===== config.mk =====
export PLATFORM = sky130hd
export DESIGN_NAME = led_tracker_top
export DESIGN_NICKNAME = d
export VERILOG_FILES = /design/src/pixel_pkg.sv /design/src/motion_pkg.sv /design/src/pixel_classifier.sv /design/src/centroid_accumulator.sv /design/src/centroid_divider.sv /design/src/motion_accumulator.sv /design/src/motion_display.sv /design/src/led_tracker_top.sv
export VERILOG_INCLUDE_DIRS = /design/src
export SDC_FILE = /design/constraint.sdc
export NUM_CORES = 1
export LEC_CHECK = 0
export BUFFER_PORTS_ARGS = -buffer_cell sky130_fd_sc_hd__buf_2
export CAP_MARGIN = 20
export CELL_PAD_IN_SITES_DETAIL_PLACEMENT = 1
export CELL_PAD_IN_SITES_GLOBAL_PLACEMENT = 2
export CORE_MARGIN = 1
export CORE_UTILIZATION = 43
export DETAILED_ROUTE_END_ITERATION = 12
export GPL_TIMING_DRIVEN = 0
export PLACE_DENSITY_LB_ADDON = 0.1
export SYNTH_ARGS = -nofsm -noshare
export SYNTH_HDL_FRONTEND = slang
export SYNTH_HIERARCHICAL = 1
export SYNTH_SLANG_ARGS = --single-unit

===== constraint.sdc =====
create_clock -name clk_65mhz -period 5.12 [get_ports clk_65mhz]
set_clock_uncertainty 0.2 [all_clocks]
set_input_delay 0.512 -clock clk_65mhz [delete_from_list [all_inputs] [get_ports clk_65mhz]]
set_output_delay 0.512 -clock clk_65mhz [all_outputs]
set_load 0.01 [all_outputs]

===== src/tracker_params.svh =====
`ifndef TRACKER_PARAMS_SVH
`define TRACKER_PARAMS_SVH

////////////////////
// frame geometry
////////////////////

// active camera area in pixels
`define FRAME_WIDTH 320
`define FRAME_HEIGHT 240

////////////////////
// colour thresholds
////////////////////

// player 1 red led: strong red, almost no green or blue
`define P1_RED_MIN 13
`define P1_OTHER_MAX 3
// player 2 white led: every channel close to full scale
`define P2_MIN 12

////////////////////
// motion and divider
////////////////////

// frames summed into one displacement report
`define FRAMES_PER_WINDOW 16
// one quotient bit per step, same as the dividend width
`define DIV_STEPS 24

`endif


===== src/pixel_pkg.sv =====
package pixel_pkg;

    ////////////////////
    // pixel stream
    ////////////////////

    // 4 bits per channel, red in the top nibble
    typedef logic [11:0] rgb444_t;

    // column, wide enough for 320
    typedef logic [8:0] x_coord_t;
    // row, wide enough for 240
    typedef logic [7:0] y_coord_t;

    ////////////////////
    // per-frame totals
    ////////////////////

    // sum of coordinates over one frame
    typedef logic [23:0] coord_sum_t;
    // matching pixels in one frame
    typedef logic [15:0] pixel_count_t;

    // result of the colour test on one pixel
    typedef enum logic [1:0] {
        none = 2'd0,
        p1   = 2'd1,
        p2   = 2'd2
    } player_class_t;

endpackage


===== src/motion_pkg.sv =====
package motion_pkg;

    ////////////////////
    // motion results
    ////////////////////

    // accumulated motion over one window, two's complement
    // positive x is rightwards, positive y is downwards
    typedef logic signed [8:0] delta_t;

    // unsigned size of a displacement, one display byte
    typedef logic [7:0] magnitude_t;

    ////////////////////
    // display word
    ////////////////////

    // eight hex digits, four bytes
    // p2_dx in the top byte, then p2_dy, p1_dx, p1_dy
    typedef logic [31:0] hex_word_t;

    // byte lanes inside hex_word_t
    typedef enum logic [1:0] {
        lane_p1_dy = 2'd0,
        lane_p1_dx = 2'd1,
        lane_p2_dy = 2'd2,
        lane_p2_dx = 2'd3
    } display_lane_t;

endpackage


===== src/pixel_classifier.sv =====
`include "tracker_params.svh"

module pixel_classifier (
    input  logic                      clk_65mhz,
    input  logic                      reset,
    input  pixel_pkg::rgb444_t        pixel,
    input  pixel_pkg::x_coord_t       pixel_x,
    input  pixel_pkg::y_coord_t       pixel_y,
    input  logic                      pixel_valid,
    output logic                      class_valid,
    output pixel_pkg::player_class_t  pixel_class,
    output pixel_pkg::x_coord_t       class_x,
    output pixel_pkg::y_coord_t       class_y
);
    import pixel_pkg::*;

    logic [3:0]    red;
    logic [3:0]    green;
    logic [3:0]    blue;
    logic          in_area;
    player_class_t next_class;

    // channel split of the 4:4:4 pixel
    assign red   = pixel[11:8];
    assign green = pixel[7:4];
    assign blue  = pixel[3:0];

    always_comb begin
        // coordinates past the edge are blanking, never counted
        in_area = (pixel_x < `FRAME_WIDTH) && (pixel_y < `FRAME_HEIGHT);
        // red test wins, a bright white never passes it anyway
        if (red > `P1_RED_MIN && green < `P1_OTHER_MAX && blue < `P1_OTHER_MAX) begin
            next_class = p1;
        end else if (red > `P2_MIN && green > `P2_MIN && blue > `P2_MIN) begin
            next_class = p2;
        end else begin
            next_class = none;
        end
    end

    // valid strobe is control
    always_ff @(posedge clk_65mhz) begin
        if (reset) begin
            class_valid <= 1'b0;
        end else begin
            class_valid <= pixel_valid && in_area;
        end
    end

    // class travels with its own coordinates
    always_ff @(posedge clk_65mhz) begin
        pixel_class <= next_class;
        class_x     <= pixel_x;
        class_y     <= pixel_y;
    end

endmodule


===== src/centroid_accumulator.sv =====
module centroid_accumulator (
    input  logic                      clk_65mhz,
    input  logic                      reset,
    input  logic                      class_valid,
    input  pixel_pkg::player_class_t  pixel_class,
    input  pixel_pkg::x_coord_t       class_x,
    input  pixel_pkg::y_coord_t       class_y,
    input  logic                      frame_done,
    output logic                      sums_valid,
    output pixel_pkg::coord_sum_t     p1_x_sum,
    output pixel_pkg::coord_sum_t     p1_y_sum,
    output pixel_pkg::coord_sum_t     p2_x_sum,
    output pixel_pkg::coord_sum_t     p2_y_sum,
    output pixel_pkg::pixel_count_t   p1_count,
    output pixel_pkg::pixel_count_t   p2_count,
    output logic                      p1_present,
    output logic                      p2_present
);
    import pixel_pkg::*;

    // running totals, index 0 is player 1, index 1 is player 2
    coord_sum_t   x_run   [2];
    coord_sum_t   y_run   [2];
    pixel_count_t cnt_run [2];
    logic [1:0]   hit;

    // which player this pixel feeds
    assign hit[0] = class_valid && (pixel_class == p1);
    assign hit[1] = class_valid && (pixel_class == p2);

    always_ff @(posedge clk_65mhz) begin
        if (reset) begin
            sums_valid <= 1'b0;
            p1_x_sum   <= '0;
            p1_y_sum   <= '0;
            p2_x_sum   <= '0;
            p2_y_sum   <= '0;
            p1_count   <= '0;
            p2_count   <= '0;
            p1_present <= 1'b0;
            p2_present <= 1'b0;
            for (int p = 0; p < 2; p++) begin
                x_run[p]   <= '0;
                y_run[p]   <= '0;
                cnt_run[p] <= '0;
            end
        end else begin
            sums_valid <= frame_done;
            if (frame_done) begin
                // hand the frame over to the dividers
                p1_x_sum   <= x_run[0];
                p1_y_sum   <= y_run[0];
                p2_x_sum   <= x_run[1];
                p2_y_sum   <= y_run[1];
                p1_count   <= cnt_run[0];
                p2_count   <= cnt_run[1];
                // an empty count means the led is out of view
                p1_present <= (cnt_run[0] != '0);
                p2_present <= (cnt_run[1] != '0);
                // start the next frame from zero
                for (int p = 0; p < 2; p++) begin
                    x_run[p]   <= '0;
                    y_run[p]   <= '0;
                    cnt_run[p] <= '0;
                end
            end else begin
                // no pixel shares a cycle with frame_done
                for (int p = 0; p < 2; p++) begin
                    if (hit[p]) begin
                        x_run[p]   <= x_run[p] + coord_sum_t'(class_x);
                        y_run[p]   <= y_run[p] + coord_sum_t'(class_y);
                        cnt_run[p] <= cnt_run[p] + 1'b1;
                    end
                end
            end
        end
    end

endmodule


===== src/centroid_divider.sv =====
`include "tracker_params.svh"

module centroid_divider #(
    parameter type quotient_t = pixel_pkg::x_coord_t
) (
    input  logic                     clk_65mhz,
    input  logic                     reset,
    input  logic                     start,
    input  pixel_pkg::coord_sum_t    dividend,
    input  pixel_pkg::pixel_count_t  divisor,
    output logic                     done,
    output quotient_t                quotient
);
    import pixel_pkg::*;

    localparam int step_w = $clog2(`DIV_STEPS + 1);
    localparam int rem_w  = $bits(pixel_count_t);
    localparam int work_w = $bits(coord_sum_t);

    logic [step_w-1:0] steps_left;
    // dividend bits leave at the top, quotient bits enter at the bottom
    coord_sum_t        work;
    pixel_count_t      div_r;
    // partial remainder, always below the divisor
    pixel_count_t      rem;
    logic [rem_w:0]    trial_in;
    logic [rem_w+1:0]  trial;
    logic              fits;

    ////////////////////
    // one restoring step
    ////////////////////

    always_comb begin
        // bring down the next dividend bit
        trial_in = {rem, work[work_w-1]};
        trial    = {1'b0, trial_in} - {2'b00, div_r};
        // no borrow means the divisor goes in once
        fits     = ~trial[rem_w+1];
    end

    // step counter and done pulse
    always_ff @(posedge clk_65mhz) begin
        if (reset) begin
            steps_left <= '0;
            done       <= 1'b0;
        end else begin
            done <= (steps_left == step_w'(1));
            if (start) begin
                steps_left <= step_w'(`DIV_STEPS);
            end else if (steps_left != '0) begin
                steps_left <= steps_left - 1'b1;
            end
        end
    end

    // datapath
    always_ff @(posedge clk_65mhz) begin
        if (start) begin
            work  <= dividend;
            div_r <= divisor;
            rem   <= '0;
        end else if (steps_left != '0) begin
            // restore by keeping the shifted value when it did not fit
            rem  <= fits ? trial[rem_w-1:0] : trial_in[rem_w-1:0];
            work <= {work[work_w-2:0], fits};
            // last step, low bits of the quotient are the centroid
            if (steps_left == step_w'(1)) begin
                quotient <= quotient_t'({work[work_w-2:0], fits});
            end
        end
    end

endmodule


===== src/motion_accumulator.sv =====
`include "tracker_params.svh"

module motion_accumulator (
    input  logic                 clk_65mhz,
    input  logic                 reset,
    input  logic                 sums_valid,
    input  logic                 p1_present,
    input  logic                 p2_present,
    input  logic                 done,
    input  pixel_pkg::x_coord_t  p1_x,
    input  pixel_pkg::x_coord_t  p2_x,
    input  pixel_pkg::y_coord_t  p1_y,
    input  pixel_pkg::y_coord_t  p2_y,
    output logic                 window_valid,
    output motion_pkg::delta_t   p1_dx,
    output motion_pkg::delta_t   p1_dy,
    output motion_pkg::delta_t   p2_dx,
    output motion_pkg::delta_t   p2_dy
);
    import pixel_pkg::*;
    import motion_pkg::*;

    localparam int tally_w = $clog2(`FRAMES_PER_WINDOW);

    // axes 0..3 are p1 x, p1 y, p2 x, p2 y; rows zero-extended
    x_coord_t           coord_in [4];
    x_coord_t           pos      [4];
    delta_t             step     [4];
    delta_t             running  [4];
    delta_t             total    [4];
    logic [1:0]         present_cur;
    logic [1:0]         present_prev;
    logic [tally_w-1:0] frame_tally;
    logic               last_frame;

    assign coord_in[0] = p1_x;
    assign coord_in[1] = x_coord_t'(p1_y);
    assign coord_in[2] = p2_x;
    assign coord_in[3] = x_coord_t'(p2_y);

    assign last_frame = (frame_tally == tally_w'(`FRAMES_PER_WINDOW - 1));

    always_comb begin
        for (int i = 0; i < 4; i++) begin
            // move since last frame, zero unless seen in both frames
            if (present_cur[i/2] && present_prev[i/2]) begin
                step[i] = delta_t'($signed({1'b0, coord_in[i]}) - $signed({1'b0, pos[i]}));
            end else begin
                step[i] = '0;
            end
        end
    end

    // last known position, held while a player is out of view
    always_ff @(posedge clk_65mhz) begin
        if (done) begin
            for (int i = 0; i < 4; i++) begin
                if (present_cur[i/2]) begin
                    pos[i] <= coord_in[i];
                end
            end
        end
    end

    always_ff @(posedge clk_65mhz) begin
        if (reset) begin
            window_valid <= 1'b0;
            present_cur  <= '0;
            present_prev <= '0;
            frame_tally  <= '0;
            for (int i = 0; i < 4; i++) begin
                running[i] <= '0;
                total[i]   <= '0;
            end
        end else begin
            window_valid <= done && last_frame;
            // flags belong to the frame now in the dividers
            if (sums_valid) begin
                present_cur <= {p2_present, p1_present};
            end
            if (done) begin
                present_prev <= present_cur;
                frame_tally  <= last_frame ? '0 : frame_tally + 1'b1;
                for (int i = 0; i < 4; i++) begin
                    if (last_frame) begin
                        // window closes, this frame's step still counts
                        total[i]   <= running[i] + step[i];
                        running[i] <= '0;
                    end else begin
                        running[i] <= running[i] + step[i];
                    end
                end
            end
        end
    end

    assign p1_dx = total[0];
    assign p1_dy = total[1];
    assign p2_dx = total[2];
    assign p2_dy = total[3];

endmodule


===== src/motion_display.sv =====
module motion_display (
    input  logic                   clk_65mhz,
    input  logic                   reset,
    input  logic                   window_valid,
    input  motion_pkg::delta_t     p1_dx,
    input  motion_pkg::delta_t     p1_dy,
    input  motion_pkg::delta_t     p2_dx,
    input  motion_pkg::delta_t     p2_dy,
    output logic                   motion_valid,
    output motion_pkg::hex_word_t  display_word,
    output logic [3:0]             direction
);
    import motion_pkg::*;

    delta_t     lane_delta [4];
    magnitude_t lane_mag   [4];

    // lane order matches the byte order of the word
    assign lane_delta[lane_p1_dy] = p1_dy;
    assign lane_delta[lane_p1_dx] = p1_dx;
    assign lane_delta[lane_p2_dy] = p2_dy;
    assign lane_delta[lane_p2_dx] = p2_dx;

    always_comb begin
        for (int i = 0; i < 4; i++) begin
            // negate negatives, the sign goes to the direction bit
            lane_mag[i] = lane_delta[i][8] ? magnitude_t'(-lane_delta[i])
                                           : magnitude_t'(lane_delta[i]);
        end
    end

    always_ff @(posedge clk_65mhz) begin
        if (reset) begin
            motion_valid <= 1'b0;
            display_word <= '0;
            direction    <= '0;
        end else begin
            motion_valid <= window_valid;
            // display holds the last window until the next one
            if (window_valid) begin
                for (int i = 0; i < 4; i++) begin
                    display_word[8*i +: 8] <= lane_mag[i];
                    // set means right or down
                    direction[i]           <= ~lane_delta[i][8];
                end
            end
        end
    end

endmodule


===== src/led_tracker_top.sv =====
module led_tracker_top (
    input  logic                   clk_65mhz,
    input  logic                   reset,
    input  pixel_pkg::rgb444_t     pixel,
    input  pixel_pkg::x_coord_t    pixel_x,
    input  pixel_pkg::y_coord_t    pixel_y,
    input  logic                   pixel_valid,
    input  logic                   frame_done,
    output logic                   motion_valid,
    output motion_pkg::hex_word_t  display_word,
    output logic [3:0]             direction
);
    import pixel_pkg::*;
    import motion_pkg::*;

    // classifier to accumulator
    logic          class_valid;
    player_class_t pixel_class;
    x_coord_t      class_x;
    y_coord_t      class_y;

    // frame totals to the dividers
    logic         sums_valid;
    coord_sum_t   p1_x_sum;
    coord_sum_t   p1_y_sum;
    coord_sum_t   p2_x_sum;
    coord_sum_t   p2_y_sum;
    pixel_count_t p1_count;
    pixel_count_t p2_count;
    logic         p1_present;
    logic         p2_present;

    // centroids, all four dividers finish together
    logic     div_done;
    x_coord_t p1_x;
    x_coord_t p2_x;
    y_coord_t p1_y;
    y_coord_t p2_y;

    // window totals to the display
    logic   window_valid;
    delta_t p1_dx;
    delta_t p1_dy;
    delta_t p2_dx;
    delta_t p2_dy;

    pixel_classifier pixel_classifier_i (
        .clk_65mhz(clk_65mhz), .reset(reset),
        .pixel(pixel), .pixel_x(pixel_x), .pixel_y(pixel_y), .pixel_valid(pixel_valid),
        .class_valid(class_valid), .pixel_class(pixel_class),
        .class_x(class_x), .class_y(class_y)
    );

    centroid_accumulator centroid_accumulator_i (
        .clk_65mhz(clk_65mhz), .reset(reset),
        .class_valid(class_valid), .pixel_class(pixel_class),
        .class_x(class_x), .class_y(class_y), .frame_done(frame_done),
        .sums_valid(sums_valid),
        .p1_x_sum(p1_x_sum), .p1_y_sum(p1_y_sum),
        .p2_x_sum(p2_x_sum), .p2_y_sum(p2_y_sum),
        .p1_count(p1_count), .p2_count(p2_count),
        .p1_present(p1_present), .p2_present(p2_present)
    );

    ////////////////////
    // centroid dividers
    ////////////////////

    // p1 x drives the shared done
    centroid_divider #(.quotient_t(x_coord_t)) p1_x_div_i (
        .clk_65mhz(clk_65mhz), .reset(reset), .start(sums_valid),
        .dividend(p1_x_sum), .divisor(p1_count), .done(div_done), .quotient(p1_x)
    );
    centroid_divider #(.quotient_t(y_coord_t)) p1_y_div_i (
        .clk_65mhz(clk_65mhz), .reset(reset), .start(sums_valid),
        .dividend(p1_y_sum), .divisor(p1_count), .done(), .quotient(p1_y)
    );
    centroid_divider #(.quotient_t(x_coord_t)) p2_x_div_i (
        .clk_65mhz(clk_65mhz), .reset(reset), .start(sums_valid),
        .dividend(p2_x_sum), .divisor(p2_count), .done(), .quotient(p2_x)
    );
    centroid_divider #(.quotient_t(y_coord_t)) p2_y_div_i (
        .clk_65mhz(clk_65mhz), .reset(reset), .start(sums_valid),
        .dividend(p2_y_sum), .divisor(p2_count), .done(), .quotient(p2_y)
    );

    motion_accumulator motion_accumulator_i (
        .clk_65mhz(clk_65mhz), .reset(reset),
        .sums_valid(sums_valid), .p1_present(p1_present), .p2_present(p2_present),
        .done(div_done), .p1_x(p1_x), .p2_x(p2_x), .p1_y(p1_y), .p2_y(p2_y),
        .window_valid(window_valid),
        .p1_dx(p1_dx), .p1_dy(p1_dy), .p2_dx(p2_dx), .p2_dy(p2_dy)
    );

    motion_display motion_display_i (
        .clk_65mhz(clk_65mhz), .reset(reset), .window_valid(window_valid),
        .p1_dx(p1_dx), .p1_dy(p1_dy), .p2_dx(p2_dx), .p2_dy(p2_dy),
        .motion_valid(motion_valid), .display_word(display_word), .direction(direction)
    );

endmodule


==> results.md <==
* Die X at 289 um
* Placed cells at 4366
* Starting Density at 0.433
* Min Tclk post-route at 3.78 ns
* Final setup vio count at 0
* Kind of critical path: reg2reg
* Max Freq at 265 MHz
* Status: finished clean
* Hold Crit Class: reg2reg
* LEAKAGE at 16.0 nW
* Post-Syn Area at 0.0355 mm2
* Syn nets at 3454
* Initial drt markers at 1064
* PortBufs at 68
* Chip height at 289 um
* Final hold viol count at 0
* WL per Instance at 20.4 um
* Worst Path Arrival at 4.05 ns
* RSZ-0062 raised after global routing: false
* # Post-CTS Setup Buffers at 0
* Crit Reg-Reg Endpoint: motion_accumulator_i/total[1][8]
* First-pass GRT wire length at 148 mm
* Clock Tree Buf Depth at 3
* Logic pwr share at 0.266
* Worst EP required at 5.39 ns
* CTS tree: yes
* Fill count at 8849
* Syn. warnings at 6
* Rows at 105
* Vias at 24951
* Post-route cell area at 0.0403 mm2
* Clock slew at reported path FFs at 0.06 ns
* Post-CTS sizing at 0
* Max FO, Critical Path at 3
* R2R depth at 15
* Area added between synthesis and finish at 13.5%
* Worst Setup EP: motion_accumulator_i/total[1][8]
* IO Pins at 70
* Critical path startpoint: p1_y_div_i/quotient[0]
* NumNets Final at 3637
* Sw Ratio at 0.320
* Core Util, Final at 0.492
* DRC viols at 0
* Total gr overflow at 0
* Via/cell ratio at 5.49
* Setup TNS at 0 ns
* Final period util at 0.738
* R2R Setup Slk at 1.34 ns
* ANT nets after route at 0
* Sequential power share at 0.416
* Max-cap violations at 0
* Clock share of power at 0.319
* Worst-Margin Slew at 1.05 ns
* Reg-to-reg startpoint: p1_y_div_i/quotient[0]
* P_int at 0.0128 W
* Pwr Density at 467 mW/mm2
* Share of post-route cells with drive strength above 1 at 0.115
* Clk root buf: clkbuf_16
* Pins Over Slew Limit at 0
* Worst Setup Start Kind: register
* Die area at 0.0838 mm2
* Gr usage total at 0.224
* CTS Buf Count at 81
* Hpwl dp at 68.6 mm
* Vias in the first global route at 26485
* Htree depth at 3
* Drt first pass iters at 5
* Initial antenna violation count at 2
* CTS Hold Bufs at 24
* Worst slew margin at 0.300
* Synthesized instance count at 3222
* Mean Syn Cell Area at 11.0 um2
* Placed inst area at 0.0373 mm2
* Finished Layout Cells at 4544
* Gp weighted congestion at 0.837
* Pin count of the biggest net entering global routing at 65
* Core area at 0.0820 mm2
* VDD IR max at 0.000305 V
* Clk Latency, worst-skew pair at 0.63 ns
* Crit end category: register
* Routed wire length at 92.8 mm
* Antenna cells at 0
* Clock Sinks at 710
* Sw power at 0.00603 W
==> metal layers <==
metal	up-vias	track usage	part of all wire
li1	12054	-	-
met1	12472	0.294	0.46
met2	316	0.389	0.49
met3	109	0.0250	0.029
met4	0	0.0592	0.022
met5	-	0	0
==> final cells by class <==
class                      instances  area [um2]  area share
multi-input combinational       2219       15900       0.393
tap                             1070        1340      0.0332
clock inverter                    41         478      0.0118
clock buffer                     111        2260      0.0560
buffer                           109         488      0.0121
timing repair buffer             100         701      0.0174
sequential                       710       18500       0.459
inverter                         184         701      0.0174
==> state kept, by name (all words and copies together), names as in the netlist, 32 cells and up <==
| signal | cells |
|---|---|
| centroid_accumulator_i/y_run | 48 |
| centroid_accumulator_i/x_run | 48 |
| motion_accumulator_i/pos | 34 |
| motion_accumulator_i/total | 36 |
| centroid_accumulator_i/cnt_run | 32 |
| motion_display_i/display_word | 32 |
| motion_accumulator_i/running | 36 |
==> cell usage in the layout, fill, tap and decap left out, types with 13 or more instances in the layout <==
cell type	count
o21a_1	39
nand2_1	127
inv_1	178
o21ai_1	14
clkbuf_16	82
mux2_2	96
nor3b_1	16
xor2_1	87
o21bai_1	14
o21ai_0	66
or3_1	31
fa_1	16
a21oi_1	111
edfxtp_1	428
clkbuf_1	79
nand3_1	116
nor2_1	464
o211ai_1	23
mux2i_1	173
dlygate4sd3_1	24
and3_1	19
a211oi_1	71
ha_1	183
nor2b_1	19
and2_1	29
nor4_1	13
nand2b_1	42
nor3_1	61
nand4_1	24
a21o_1	40
xnor2_1	107
dfxtp_1	281
buf_1	19
buf_2	92
clkinv_2	18
==> per-stage QoR <==
stage                     power (W)  hold WS (ns)  worst slack [ns]
final                        0.0188         0.247              1.34
after global routing         0.0199         0.259              1.06
after CTS                    0.0190         0.245              1.32
after detailed placement     0.0129         0.240             0.769
after global placement       0.0126         0.238            -0.507
after floorplan              0.0114         0.222              1.44
==> critical path: stages, from the launching register on <==
cell      delay (ns)
edfxtp_1        0.38
inv_1           0.06
ha_1            0.23
fa_1            0.38
nor2b_1         0.16
o21ai_1         0.09
a21oi_1         0.24
o21a_1          0.17
o21a_1          0.11
nor3_1          0.05
ha_1            0.24
or3_1           0.40
o221a_1         0.23
or3_1           0.33
a21o_1          0.20
a21oi_1         0.15
==> worst min-delay path by stage <==
| stage | start | depth (start not counted) | endpoint | slack [ns] |
|---|---|---|---|---|
| 2_1_floorplan | p1_x_div_i/work[0] | 0 | p1_x_div_i/quotient[1] | 0.22 |
| 3_3_place_gp | p1_x_div_i/work[6] | 0 | p1_x_div_i/quotient[7] | 0.24 |
| 3_5_place_dp | p1_x_div_i/work[6] | 0 | p1_x_div_i/quotient[7] | 0.24 |
| 4_1_cts | p2_y_div_i/quotient[3] | 0 | motion_accumulator_i/pos[3][3] | 0.24 |
| 5_1_grt | p1_x_div_i/quotient[0] | 0 | motion_accumulator_i/pos[0][0] | 0.26 |
| 6_report | p1_x_div_i/quotient[0] | 0 | motion_accumulator_i/pos[0][0] | 0.25 |
==> power by group through the flow <==
stage | Clock (W) | Combinational [W] | Sequential [W]
2_1_floorplan | 0 | 0.00377 | 0.00763
3_5_place_dp | 0 | 0.00496 | 0.00794
3_3_place_gp | 0 | 0.00472 | 0.00792
5_1_grt | 0.00637 | 0.00557 | 0.00793
6_report | 0.00601 | 0.00500 | 0.00782
4_1_cts | 0.00617 | 0.00501 | 0.00783
Power figures use the tool's default switching activity.
